## config.mk

```make
export PLATFORM = sky130hd
export DESIGN_NAME = decode_top
export DESIGN_NICKNAME = d
export VERILOG_FILES = /design/src/hw/mips_decode_pkg.sv /design/src/hw/decode_top.sv /design/src/hw/id_stage1.sv /design/src/hw/id_stage2.sv /design/src/hw/id_stage_reg.sv
export SDC_FILE = /design/constraint.sdc
export NUM_CORES = 1
export LEC_CHECK = 0
export BUFFER_PORTS_ARGS = -buffer_cell sky130_fd_sc_hd__buf_2
export CAP_MARGIN = 10
export CORE_UTILIZATION = 49
export CTS_CLUSTER_DIAMETER = 60
export DETAILED_ROUTE_END_ITERATION = 8
export HOLD_SLACK_MARGIN = 0.1
export PLACE_DENSITY = 0.76
export SYNTH_ARGS = -nofsm -noshare
export SYNTH_HDL_FRONTEND = slang
export SYNTH_SLANG_ARGS = --single-unit
```

## constraint.sdc

```tcl
create_clock -name clk -period 6.1 [get_ports clk]
set_input_delay 0.61 -clock clk [delete_from_list [all_inputs] [get_ports clk]]
set_output_delay 0.61 -clock clk [all_outputs]
set_load 0.1 [all_outputs]
```

## src/hw/mips_decode_pkg.sv

```systemverilog
package mips_decode_pkg;

    // MIPS-I major opcodes.
    localparam logic [5:0]
        SPECIAL_OP = 6'h00, REGIMM_OP = 6'h01, J_OP     = 6'h02, JAL_OP   = 6'h03,
        BEQ_OP     = 6'h04, BNE_OP    = 6'h05, BLEZ_OP  = 6'h06, BGTZ_OP  = 6'h07,
        ADDI_OP    = 6'h08, ADDIU_OP  = 6'h09, SLTI_OP  = 6'h0a, SLTIU_OP = 6'h0b,
        ANDI_OP    = 6'h0c, ORI_OP    = 6'h0d, XORI_OP  = 6'h0e, LUI_OP   = 6'h0f,
        COP0_OP    = 6'h10, LB_OP     = 6'h20, LH_OP    = 6'h21, LWL_OP   = 6'h22,
        LW_OP      = 6'h23, LBU_OP    = 6'h24, LHU_OP   = 6'h25, LWR_OP   = 6'h26,
        SB_OP      = 6'h28, SH_OP     = 6'h29, SWL_OP   = 6'h2a, SW_OP    = 6'h2b,
        SWR_OP     = 6'h2e;

    // funct codes. ERET is the COP0 funct and shares its value with MULT.
    localparam logic [5:0]
        SLL_FN     = 6'h00, SRL_FN    = 6'h02, SRA_FN   = 6'h03, SLLV_FN  = 6'h04,
        SRLV_FN    = 6'h06, SRAV_FN   = 6'h07, JR_FN    = 6'h08, JALR_FN  = 6'h09,
        SYSCALL_FN = 6'h0c, BREAK_FN  = 6'h0d, MFHI_FN  = 6'h10, MTHI_FN  = 6'h11,
        MFLO_FN    = 6'h12, MTLO_FN   = 6'h13, MULT_FN  = 6'h18, MULTU_FN = 6'h19,
        DIV_FN     = 6'h1a, DIVU_FN   = 6'h1b, ADD_FN   = 6'h20, ADDU_FN  = 6'h21,
        SUB_FN     = 6'h22, SUBU_FN   = 6'h23, AND_FN   = 6'h24, OR_FN    = 6'h25,
        XOR_FN     = 6'h26, NOR_FN    = 6'h27, SLT_FN   = 6'h2a, SLTU_FN  = 6'h2b,
        ERET_FN    = 6'h18;

    // REGIMM rt selectors and COP0 rs selectors.
    localparam logic [4:0]
        BLTZ_RT   = 5'b00000, BGEZ_RT   = 5'b00001,
        BLTZAL_RT = 5'b10000, BGEZAL_RT = 5'b10001,
        MFC0_RS   = 5'b00000, MTC0_RS   = 5'b00100;

    // bit positions in the opcode vector. the decoders use the contiguous ranges.
    typedef enum logic [4:0] {
        OP_SPECIAL, OP_COP0, OP_REGIMM,
        OP_ADDI, OP_ADDIU, OP_SLTI, OP_SLTIU, OP_ANDI, OP_LUI, OP_ORI, OP_XORI,
        OP_LB, OP_LH, OP_LBU, OP_LHU, OP_LW, OP_LWL, OP_LWR,
        OP_JAL, OP_BEQ, OP_BNE, OP_BGTZ, OP_BLEZ, OP_J,
        OP_SB, OP_SH, OP_SW, OP_SWL, OP_SWR
    } op_idx_t;

    localparam logic [5:0] OP_CODE_TAB [29] = '{
        SPECIAL_OP, COP0_OP, REGIMM_OP,
        ADDI_OP, ADDIU_OP, SLTI_OP, SLTIU_OP, ANDI_OP, LUI_OP, ORI_OP, XORI_OP,
        LB_OP, LH_OP, LBU_OP, LHU_OP, LW_OP, LWL_OP, LWR_OP,
        JAL_OP, BEQ_OP, BNE_OP, BGTZ_OP, BLEZ_OP, J_OP,
        SB_OP, SH_OP, SW_OP, SWL_OP, SWR_OP
    };

    // bit positions in the funct vector.
    typedef enum logic [4:0] {
        FN_ADD, FN_ADDU, FN_SUB, FN_SUBU, FN_SLT, FN_SLTU, FN_AND, FN_NOR, FN_OR,
        FN_XOR, FN_SLLV, FN_SLL, FN_SRAV, FN_SRA, FN_SRLV, FN_SRL,
        FN_JALR, FN_MFHI, FN_MFLO, FN_DIV, FN_DIVU, FN_MULT, FN_MULTU,
        FN_JR, FN_MTHI, FN_MTLO, FN_BREAK, FN_SYSCALL, FN_ERET
    } fn_idx_t;

    localparam logic [5:0] FN_CODE_TAB [29] = '{
        ADD_FN, ADDU_FN, SUB_FN, SUBU_FN, SLT_FN, SLTU_FN, AND_FN, NOR_FN, OR_FN,
        XOR_FN, SLLV_FN, SLL_FN, SRAV_FN, SRA_FN, SRLV_FN, SRL_FN,
        JALR_FN, MFHI_FN, MFLO_FN, DIV_FN, DIVU_FN, MULT_FN, MULTU_FN,
        JR_FN, MTHI_FN, MTLO_FN, BREAK_FN, SYSCALL_FN, ERET_FN
    };

    typedef union packed {
        struct packed {
            logic [5:0] op;
            logic [4:0] rs;
            logic [4:0] rt;
            logic [4:0] rd;
            logic [4:0] sa;
            logic [5:0] funct;
        } r;
        struct packed {
            logic [5:0]  op;
            logic [4:0]  rs;
            logic [4:0]  rt;
            logic [15:0] imm16;
        } i;
        struct packed {
            logic [5:0]  op;
            logic [25:0] target26;
        } j;
    } inst_u;

    typedef enum logic [3:0] {
        ALU_ADD, ALU_ADDU, ALU_SUB, ALU_SUBU, ALU_SLT, ALU_SLTU,
        ALU_AND, ALU_OR, ALU_XOR, ALU_NOR, ALU_SLL, ALU_SRL, ALU_SRA,
        ALU_LUI, ALU_PASS
    } alu_op_e;

    typedef enum logic [3:0] {
        MEM_NONE, MEM_LB, MEM_LBU, MEM_LH, MEM_LHU, MEM_LW, MEM_LWL, MEM_LWR,
        MEM_SB, MEM_SH, MEM_SW, MEM_SWL, MEM_SWR
    } mem_op_e;

    typedef struct packed {
        logic        valid;
        inst_u       inst;
        logic [28:0] op_codes;
        logic [28:0] func_codes;
        logic        w_reg_ena;
        logic [4:0]  w_reg_dst;
        logic        is_branch;
        logic        is_j_imme;
        logic        is_jr;
        logic        is_ls;
        logic        is_hilo;
    } id1_t;

    typedef struct packed {
        logic        valid;
        logic [4:0]  rs;
        logic [4:0]  rt;
        logic [4:0]  sa;
        logic [4:0]  w_reg_dst;
        logic        w_reg_ena;
        alu_op_e     alu_op;
        logic [31:0] imm32;
        logic [25:0] j_target26;
        mem_op_e     mem_op;
        logic        is_branch;
        logic        is_j_imme;
        logic        is_jr;
        logic        is_hilo;
        logic        imm_src;
        logic        reserved;
    } dec_t;

endpackage

```

## src/hw/decode_top.sv

```systemverilog
`timescale 1ns/1ps

module decode_top (
    input  logic                  clk,
    input  logic                  reset,
    input  logic [31:0]           inst,
    input  logic                  inst_valid,
    input  logic                  stall,
    input  logic                  flush,
    output mips_decode_pkg::dec_t dec
);

    mips_decode_pkg::id1_t id1_d;
    mips_decode_pkg::id1_t id1_q;

    // field split and one-hot match.
    id_stage1 i_id_stage1 (
        .inst       (inst),
        .inst_valid (inst_valid),
        .id1        (id1_d)
    );

    id_stage_reg i_id_stage_reg (
        .clk   (clk),
        .reset (reset),
        .stall (stall),
        .flush (flush),
        .d     (id1_d),
        .q     (id1_q)
    );

    // ALU, immediate and memory decode.
    id_stage2 i_id_stage2 (
        .id1 (id1_q),
        .dec (dec)
    );

endmodule

```

## src/hw/id_stage1.sv

```systemverilog
`timescale 1ns/1ps

module id_stage1 (
    input  mips_decode_pkg::inst_u inst,
    input  logic                   inst_valid,
    output mips_decode_pkg::id1_t  id1
);

    logic [28:0] op;
    logic [28:0] fn;
    logic        sp;
    logic        wr_rd;
    logic        wr_rt;
    logic        wr_ra;
    logic        no_wr;
    logic [4:0]  dst;

    // one match bit per known code, in enum order.
    always_comb begin
        for (int k = 0; k < 29; k++) begin
            op[k] = (inst.r.op == mips_decode_pkg::OP_CODE_TAB[k]);
            fn[k] = (inst.r.funct == mips_decode_pkg::FN_CODE_TAB[k]);
        end
    end

    assign sp = op[mips_decode_pkg::OP_SPECIAL];

    // ALU, shift, JALR and MFHI/MFLO functs occupy ADD..MFLO.
    assign wr_rd = sp & (|fn[mips_decode_pkg::FN_MFLO:mips_decode_pkg::FN_ADD]);

    // immediate ALU ops and loads occupy ADDI..LWR.
    assign wr_rt = (|op[mips_decode_pkg::OP_LWR:mips_decode_pkg::OP_ADDI]) |
                   (op[mips_decode_pkg::OP_COP0] & (inst.r.rs == mips_decode_pkg::MFC0_RS));

    // linking jumps and branches write the return address register.
    assign wr_ra = op[mips_decode_pkg::OP_JAL] |
                   (op[mips_decode_pkg::OP_REGIMM] &
                    ((inst.r.rt == mips_decode_pkg::BGEZAL_RT) |
                     (inst.r.rt == mips_decode_pkg::BLTZAL_RT)));

    // hi/lo, JR, trap and return functs occupy DIV..ERET.
    assign no_wr = (sp & (|fn[mips_decode_pkg::FN_ERET:mips_decode_pkg::FN_DIV])) |
                   (|op[mips_decode_pkg::OP_J:mips_decode_pkg::OP_BEQ]) |
                   (|op[mips_decode_pkg::OP_SWR:mips_decode_pkg::OP_SB]) |
                   (op[mips_decode_pkg::OP_REGIMM] &
                    ((inst.r.rt == mips_decode_pkg::BGEZ_RT) |
                     (inst.r.rt == mips_decode_pkg::BLTZ_RT))) |
                   (op[mips_decode_pkg::OP_COP0] & (inst.r.rs == mips_decode_pkg::MTC0_RS));

    always_comb begin
        if (wr_rd) begin
            dst = inst.r.rd;
        end else if (wr_rt) begin
            dst = inst.r.rt;
        end else if (wr_ra) begin
            dst = 5'd31;
        end else begin
            dst = 5'd0;
        end
    end

    always_comb begin
        id1.valid      = inst_valid;
        id1.inst       = inst;
        id1.op_codes   = op;
        id1.func_codes = fn;
        id1.w_reg_dst  = dst;
        // writes to r0 are dropped.
        id1.w_reg_ena  = ~no_wr & (dst != 5'd0);
        id1.is_branch  = (|op[mips_decode_pkg::OP_BLEZ:mips_decode_pkg::OP_JAL]) |
                         op[mips_decode_pkg::OP_REGIMM];
        id1.is_j_imme  = op[mips_decode_pkg::OP_J] | op[mips_decode_pkg::OP_JAL];
        id1.is_jr      = sp & (fn[mips_decode_pkg::FN_JR] | fn[mips_decode_pkg::FN_JALR]);
        id1.is_ls      = (|op[mips_decode_pkg::OP_LWR:mips_decode_pkg::OP_LB]) |
                         (|op[mips_decode_pkg::OP_SWR:mips_decode_pkg::OP_SB]);
        // MFHI..MULTU plus MTHI/MTLO.
        id1.is_hilo    = sp & ((|fn[mips_decode_pkg::FN_MULTU:mips_decode_pkg::FN_MFHI]) |
                               (|fn[mips_decode_pkg::FN_MTLO:mips_decode_pkg::FN_MTHI]));
    end

endmodule

```

## src/hw/id_stage2.sv

```systemverilog
`timescale 1ns/1ps

module id_stage2 (
    input  mips_decode_pkg::id1_t id1,
    output mips_decode_pkg::dec_t dec
);

    logic [28:0] op;
    logic [28:0] fn;
    logic        sp;
    logic [15:0] imm16;
    logic        zero_ext;
    logic        reserved;

    assign op       = id1.op_codes;
    assign fn       = id1.func_codes;
    assign sp       = op[mips_decode_pkg::OP_SPECIAL];
    assign imm16    = id1.inst.i.imm16;
    assign zero_ext = op[mips_decode_pkg::OP_ANDI] | op[mips_decode_pkg::OP_ORI] |
                      op[mips_decode_pkg::OP_XORI];
    // unknown opcode, or SPECIAL with no known funct.
    assign reserved = ~|op | (sp & ~|fn);

    always_comb begin
        dec.valid      = id1.valid;
        dec.rs         = id1.inst.r.rs;
        dec.rt         = id1.inst.r.rt;
        dec.sa         = id1.inst.r.sa;
        dec.w_reg_dst  = id1.w_reg_dst;
        dec.w_reg_ena  = id1.w_reg_ena & ~reserved;
        dec.j_target26 = id1.inst.j.target26;
        dec.is_branch  = id1.is_branch;
        dec.is_j_imme  = id1.is_j_imme;
        dec.is_jr      = id1.is_jr;
        dec.is_hilo    = id1.is_hilo;
        dec.reserved   = reserved;
        // immediate ALU ops occupy ADDI..XORI.
        dec.imm_src    = (|op[mips_decode_pkg::OP_XORI:mips_decode_pkg::OP_ADDI]) |
                         id1.is_ls;

        if (op[mips_decode_pkg::OP_LUI]) begin
            dec.imm32 = {imm16, 16'h0000};
        end else if (zero_ext) begin
            dec.imm32 = {16'h0000, imm16};
        end else begin
            dec.imm32 = {{16{imm16[15]}}, imm16};
        end

        dec.alu_op = mips_decode_pkg::ALU_PASS;
        if (sp) begin
            case (1'b1)
                fn[mips_decode_pkg::FN_ADD]:  dec.alu_op = mips_decode_pkg::ALU_ADD;
                fn[mips_decode_pkg::FN_ADDU]: dec.alu_op = mips_decode_pkg::ALU_ADDU;
                fn[mips_decode_pkg::FN_SUB]:  dec.alu_op = mips_decode_pkg::ALU_SUB;
                fn[mips_decode_pkg::FN_SUBU]: dec.alu_op = mips_decode_pkg::ALU_SUBU;
                fn[mips_decode_pkg::FN_SLT]:  dec.alu_op = mips_decode_pkg::ALU_SLT;
                fn[mips_decode_pkg::FN_SLTU]: dec.alu_op = mips_decode_pkg::ALU_SLTU;
                fn[mips_decode_pkg::FN_AND]:  dec.alu_op = mips_decode_pkg::ALU_AND;
                fn[mips_decode_pkg::FN_OR]:   dec.alu_op = mips_decode_pkg::ALU_OR;
                fn[mips_decode_pkg::FN_XOR]:  dec.alu_op = mips_decode_pkg::ALU_XOR;
                fn[mips_decode_pkg::FN_NOR]:  dec.alu_op = mips_decode_pkg::ALU_NOR;
                fn[mips_decode_pkg::FN_SLL], fn[mips_decode_pkg::FN_SLLV]:
                    dec.alu_op = mips_decode_pkg::ALU_SLL;
                fn[mips_decode_pkg::FN_SRL], fn[mips_decode_pkg::FN_SRLV]:
                    dec.alu_op = mips_decode_pkg::ALU_SRL;
                fn[mips_decode_pkg::FN_SRA], fn[mips_decode_pkg::FN_SRAV]:
                    dec.alu_op = mips_decode_pkg::ALU_SRA;
                default: dec.alu_op = mips_decode_pkg::ALU_PASS;
            endcase
        end else begin
            case (1'b1)
                // address generation for loads and stores.
                op[mips_decode_pkg::OP_ADDI], id1.is_ls:
                    dec.alu_op = mips_decode_pkg::ALU_ADD;
                op[mips_decode_pkg::OP_ADDIU]: dec.alu_op = mips_decode_pkg::ALU_ADDU;
                op[mips_decode_pkg::OP_SLTI]:  dec.alu_op = mips_decode_pkg::ALU_SLT;
                op[mips_decode_pkg::OP_SLTIU]: dec.alu_op = mips_decode_pkg::ALU_SLTU;
                op[mips_decode_pkg::OP_ANDI]:  dec.alu_op = mips_decode_pkg::ALU_AND;
                op[mips_decode_pkg::OP_ORI]:   dec.alu_op = mips_decode_pkg::ALU_OR;
                op[mips_decode_pkg::OP_XORI]:  dec.alu_op = mips_decode_pkg::ALU_XOR;
                op[mips_decode_pkg::OP_LUI]:   dec.alu_op = mips_decode_pkg::ALU_LUI;
                default: dec.alu_op = mips_decode_pkg::ALU_PASS;
            endcase
        end

        dec.mem_op = mips_decode_pkg::MEM_NONE;
        if (id1.is_ls) begin
            case (1'b1)
                op[mips_decode_pkg::OP_LB]:  dec.mem_op = mips_decode_pkg::MEM_LB;
                op[mips_decode_pkg::OP_LBU]: dec.mem_op = mips_decode_pkg::MEM_LBU;
                op[mips_decode_pkg::OP_LH]:  dec.mem_op = mips_decode_pkg::MEM_LH;
                op[mips_decode_pkg::OP_LHU]: dec.mem_op = mips_decode_pkg::MEM_LHU;
                op[mips_decode_pkg::OP_LW]:  dec.mem_op = mips_decode_pkg::MEM_LW;
                op[mips_decode_pkg::OP_LWL]: dec.mem_op = mips_decode_pkg::MEM_LWL;
                op[mips_decode_pkg::OP_LWR]: dec.mem_op = mips_decode_pkg::MEM_LWR;
                op[mips_decode_pkg::OP_SB]:  dec.mem_op = mips_decode_pkg::MEM_SB;
                op[mips_decode_pkg::OP_SH]:  dec.mem_op = mips_decode_pkg::MEM_SH;
                op[mips_decode_pkg::OP_SW]:  dec.mem_op = mips_decode_pkg::MEM_SW;
                op[mips_decode_pkg::OP_SWL]: dec.mem_op = mips_decode_pkg::MEM_SWL;
                op[mips_decode_pkg::OP_SWR]: dec.mem_op = mips_decode_pkg::MEM_SWR;
                default: dec.mem_op = mips_decode_pkg::MEM_NONE;
            endcase
        end
    end

endmodule

```

## src/hw/id_stage_reg.sv

```systemverilog
`timescale 1ns/1ps

module id_stage_reg (
    input  logic                  clk,
    input  logic                  reset,
    input  logic                  stall,
    input  logic                  flush,
    input  mips_decode_pkg::id1_t d,
    output mips_decode_pkg::id1_t q
);

    logic                  valid_q;
    mips_decode_pkg::id1_t data_q;

    // flush wins over stall.
    always_ff @(posedge clk) begin
        if (reset || flush) begin
            valid_q <= 1'b0;
        end else if (!stall) begin
            valid_q <= d.valid;
        end
    end

    always_ff @(posedge clk) begin
        if (!stall) begin
            data_q <= d;
        end
    end

    always_comb begin
        q       = data_q;
        q.valid = valid_q;
    end

endmodule

```

==> impl_metrics.env <==
export IMPL_placer_congestion_estimate=0.836
export IMPL_wire_per_inst_um=14.9
export IMPL_critical_path_cell_chain="nor2_1 > nand4_1 > or4_1 > o31ai_1 > buf_2"
export IMPL_yosysWarnings=0
export IMPL_crit_arrival_ns=2.82
export IMPL_fp_coreArea_mm2=0.00924
export IMPL_final_max_slew_viol_count=0
export IMPL_ctsLongestPathBuffers=2
export IMPL_postSynth_asyncResetShare=0
export IMPL_synth_cell_type_count=45
export IMPL_setup_viol_count_final=0
export IMPL_clock_tree_htree_level_count=3
export IMPL_dr_first_iter_drc_count=248
export IMPL_remaining_drc_errors=0
export IMPL_timing_setup_tns_ns=0
export IMPL_achievable_frequency_mhz=291
export IMPL_cts_reportedPaths_clkPinSlew_ns=0.09
export IMPL_critical_path_startpoint_type="flop"
export IMPL_globalRoute_busiestLayer="met2"
export IMPL_maxCapViolations=0
export IMPL_p_per_area_mw_per_mm2=318
export IMPL_viasPerCell=5.17
export IMPL_critical_path_top_delay_family="simple AND/OR/NAND/NOR gates"
export IMPL_finalHoldViolCount=0
export IMPL_grt_use_total=0.192
export IMPL_global_route_overflow_total=0
export IMPL_hold_buffers=0
export IMPL_post_route_min_period_ns=3.43
export IMPL_synth_edff_count=94
export IMPL_cts_tree="built"
export IMPL_crit_path_max_incr_delay_ns=0.79
export IMPL_clk_root_buffer_cell="sky130_fd_sc_hd__clkbuf_8"
export IMPL_placement_io_buffers=130
export IMPL_grt_first_pass_wirelength_mm=14.5
export IMPL_number_of_antenna_repair_diodes=0
export IMPL_placedCellCount=624
export IMPL_antenna_violating_nets_post_route=0
export IMPL_grt_max_degree=95
export IMPL_run_status="completed"
export IMPL_grt_pass1_vias=2986
export IMPL_timing_max_slew_rel_slack=0.218
export IMPL_power_report_internal_total_w=0.00102
export IMPL_synth_seq_area_share=0.607
export IMPL_clock_latency_ns=0.35
export IMPL_drt_pass1_iter_count=4
export IMPL_ys_flop_type="sky130_fd_sc_hd__edfxtp_1"
export IMPL_postCtsResizedCells=0
export IMPL_grt_use_met2=0.323
export IMPL_floorplan_io_pins=131
export IMPL_cp_slowest_cell="sky130_fd_sc_hd__edfxtp_1"
export IMPL_holdWs_ns=0.411
export IMPL_multi_input_gate_area_mm2=0.00136
export IMPL_layout_area_overhead_vs_synth_pct=12.0
export IMPL_critical_path_stages=5
export IMPL_worst_hold_path_type="primary input to flop"
export IMPL_layout_area_seq_mm2=0.00284
export IMPL_groute_layer_met3_usage=0.0265
export IMPL_synth_cells=431
export IMPL_chipHeight_um=99.8
export IMPL_wl_mm=9.52
export IMPL_synth_top_area_cell="sky130_fd_sc_hd__edfxtp_1"
export IMPL_antenna_found_initial=0
export IMPL_worst_path_required_time_ns=5.49
export IMPL_endpoint_kind="output pin"
export IMPL_detailroute_via_count=3306
export IMPL_final_fill_count=774
export IMPL_timing_worst_slew_pin_value_ns=1.17
export IMPL_comb_power_share=0.283
export IMPL_syn_area_mm2=0.00468
export IMPL_skew_ns=0
export IMPL_cts_made_buffers=9
export IMPL_net_switching_power_w=0.000654
export IMPL_clockPowerShare=0.246
export IMPL_worst_ir_drop_vdd_v=0.000115
export IMPL_power_switching_share=0.392
export IMPL_die_area_mm2=0.00996
export IMPL_synth_nets=468
export IMPL_final_layout_size_suffix_gt1_frac=0.309
export IMPL_critical_path_peak_fanout=34
export IMPL_die_width_um=99.8
export IMPL_cts_num_sinks=95
export IMPL_postCtsSetupBuffers=0
export IMPL_period_utilization=0.563
export IMPL_finalNonFillerCells=640
export IMPL_synthesis_area_per_instance_um2=10.9
export IMPL_power_share_sequential=0.471
export IMPL_leakage_nw=2.11
export IMPL_initial_utilization=0.507
export IMPL_met1_track_demand_over_resource=0.250
export IMPL_timing_worst_setup_path_type="flop to output pin"
export IMPL_cp_num_buf_inv=1
export IMPL_setup_repair_after_global_routing_missed_its_margin="false"
export IMPL_hold_path_depth=2
export IMPL_synth_top_area_cells="sky130_fd_sc_hd__edfxtp_1, sky130_fd_sc_hd__buf_4, sky130_fd_sc_hd__nor2_1, sky130_fd_sc_hd__nand2_1, sky130_fd_sc_hd__nor2b_1"
export IMPL_synth_ff_latch_count=95
export IMPL_post_synth_top_area_fraction=0.603
export IMPL_rows=35
export IMPL_r2r_cells=2
export IMPL_hpwl_mm=6.69
export IMPL_nNetsFinal=543
==> synthesized netlist by cell type, drive strengths merged, types with 2 or more instances <==
master  instances
o21ai          10
a211oi          2
inv             9
nor2b          20
nor4b           2
o21bai          4
nor4           14
or3             2
edfxtp         94
nand2b         12
o31ai           3
or2             4
o21a            3
clkbuf         10
or2b            2
or4             4
nor3b           2
nand2          53
nand3           5
nor3           18
nor2           67
buf            57
nand4           3
a21oi          16
==> power groups by stage <==
stage          combinational (W)  sequential, W  clock, W
2_1_floorplan           0.000439       0.000794         0
3_3_place_gp            0.000471       0.000799         0
3_5_place_dp            0.000473       0.000802         0
4_1_cts                 0.000474       0.000788  0.000420
5_1_grt                 0.000489       0.000793  0.000443
6_report                0.000473       0.000787  0.000411
==> sequential cells by signal, indices dropped and copies added, names as in the netlist <==
| register | cells |
|---|---|
| i_id_stage_reg.q | 94 |
| i_id_stage_reg.valid_q | 1 |
==> metrics by stage <==
step                      instance area (um^2)  total power [W]  setup slack (ns)   util
after CTS                                 5250          0.00168              2.65  0.568
after global routing                      5250          0.00173              2.49  0.568
after global placement                    5050          0.00127              3.17  0.547
final                                     5250          0.00167              2.67  0.568
after detailed placement                  5050          0.00128              3.05  0.547
after floorplan                           4680          0.00123              1.84      -
==> layer usage <==
metal  part of all wire  vias to the layer above
met5                  0                        -
met4              0.018                        0
met3              0.068                       14
met2               0.49                      155
met1               0.42                     1516
li1                   -                     1621
==> cell type report <==
| cell class | count | share of cell area |
|---|---|---|
| Sequential cell | 95 | 0.542 |
| Multi-Input combinational cell | 260 | 0.258 |
| Timing Repair Buffer | 131 | 0.125 |
| Tap cell | 129 | 0.0308 |
| Clock buffer | 9 | 0.0236 |
| Clock inverter | 7 | 0.0138 |
| Inverter | 9 | 0.00667 |
==> worst reg2reg max path, stage by stage (launching register included) <==
cell and delay [ns]:
sky130_fd_sc_hd__dfxtp_1 0.32, sky130_fd_sc_hd__mux2i_1 0.14, sky130_fd_sc_hd__nor3_1 0.06
==> worst paths after layout <==
path / start / slack [ns] / endpoint
max: i_id_stage_reg.q[48]$_DFFE_PN_ / 2.67 / dec[0]
min: reset / 0.41 / i_id_stage_reg.valid_q$_SDFFE_PP0N_
max reg2reg: i_id_stage_reg.valid_q$_SDFFE_PP0N_ / 5.48 / i_id_stage_reg.valid_q$_SDFFE_PP0N_
min reg2reg: i_id_stage_reg.valid_q$_SDFFE_PP0N_ / 0.55 / i_id_stage_reg.valid_q$_SDFFE_PP0N_
==> placed cells by master (no fill, tap or decap), types with 4 or more instances in the layout <==
master and count:
sky130_fd_sc_hd__nand3_1 5, sky130_fd_sc_hd__nor2b_1 20, sky130_fd_sc_hd__or2_2 4, sky130_fd_sc_hd__edfxtp_1 94
sky130_fd_sc_hd__nor4_1 14, sky130_fd_sc_hd__a21oi_1 15, sky130_fd_sc_hd__nand2_1 52, sky130_fd_sc_hd__clkbuf_8 9
sky130_fd_sc_hd__o21bai_1 4, sky130_fd_sc_hd__nor3_1 18, sky130_fd_sc_hd__nor2_1 67, sky130_fd_sc_hd__o21ai_0 9
sky130_fd_sc_hd__nand2b_1 12, sky130_fd_sc_hd__inv_1 7, sky130_fd_sc_hd__buf_2 130
==> logic make-up after synthesis <==
kind of cell / after synthesis / synth area share
multiplexers: 1 / 0.00214
AND/OR/NAND/NOR: 213 / 0.221
buffers and inverters: 76 / 0.104
flip-flops: 95 / 0.607
AO/OA/AOI/OAI: 46 / 0.0665
Note: power is estimated with default switching activity, not from simulation.
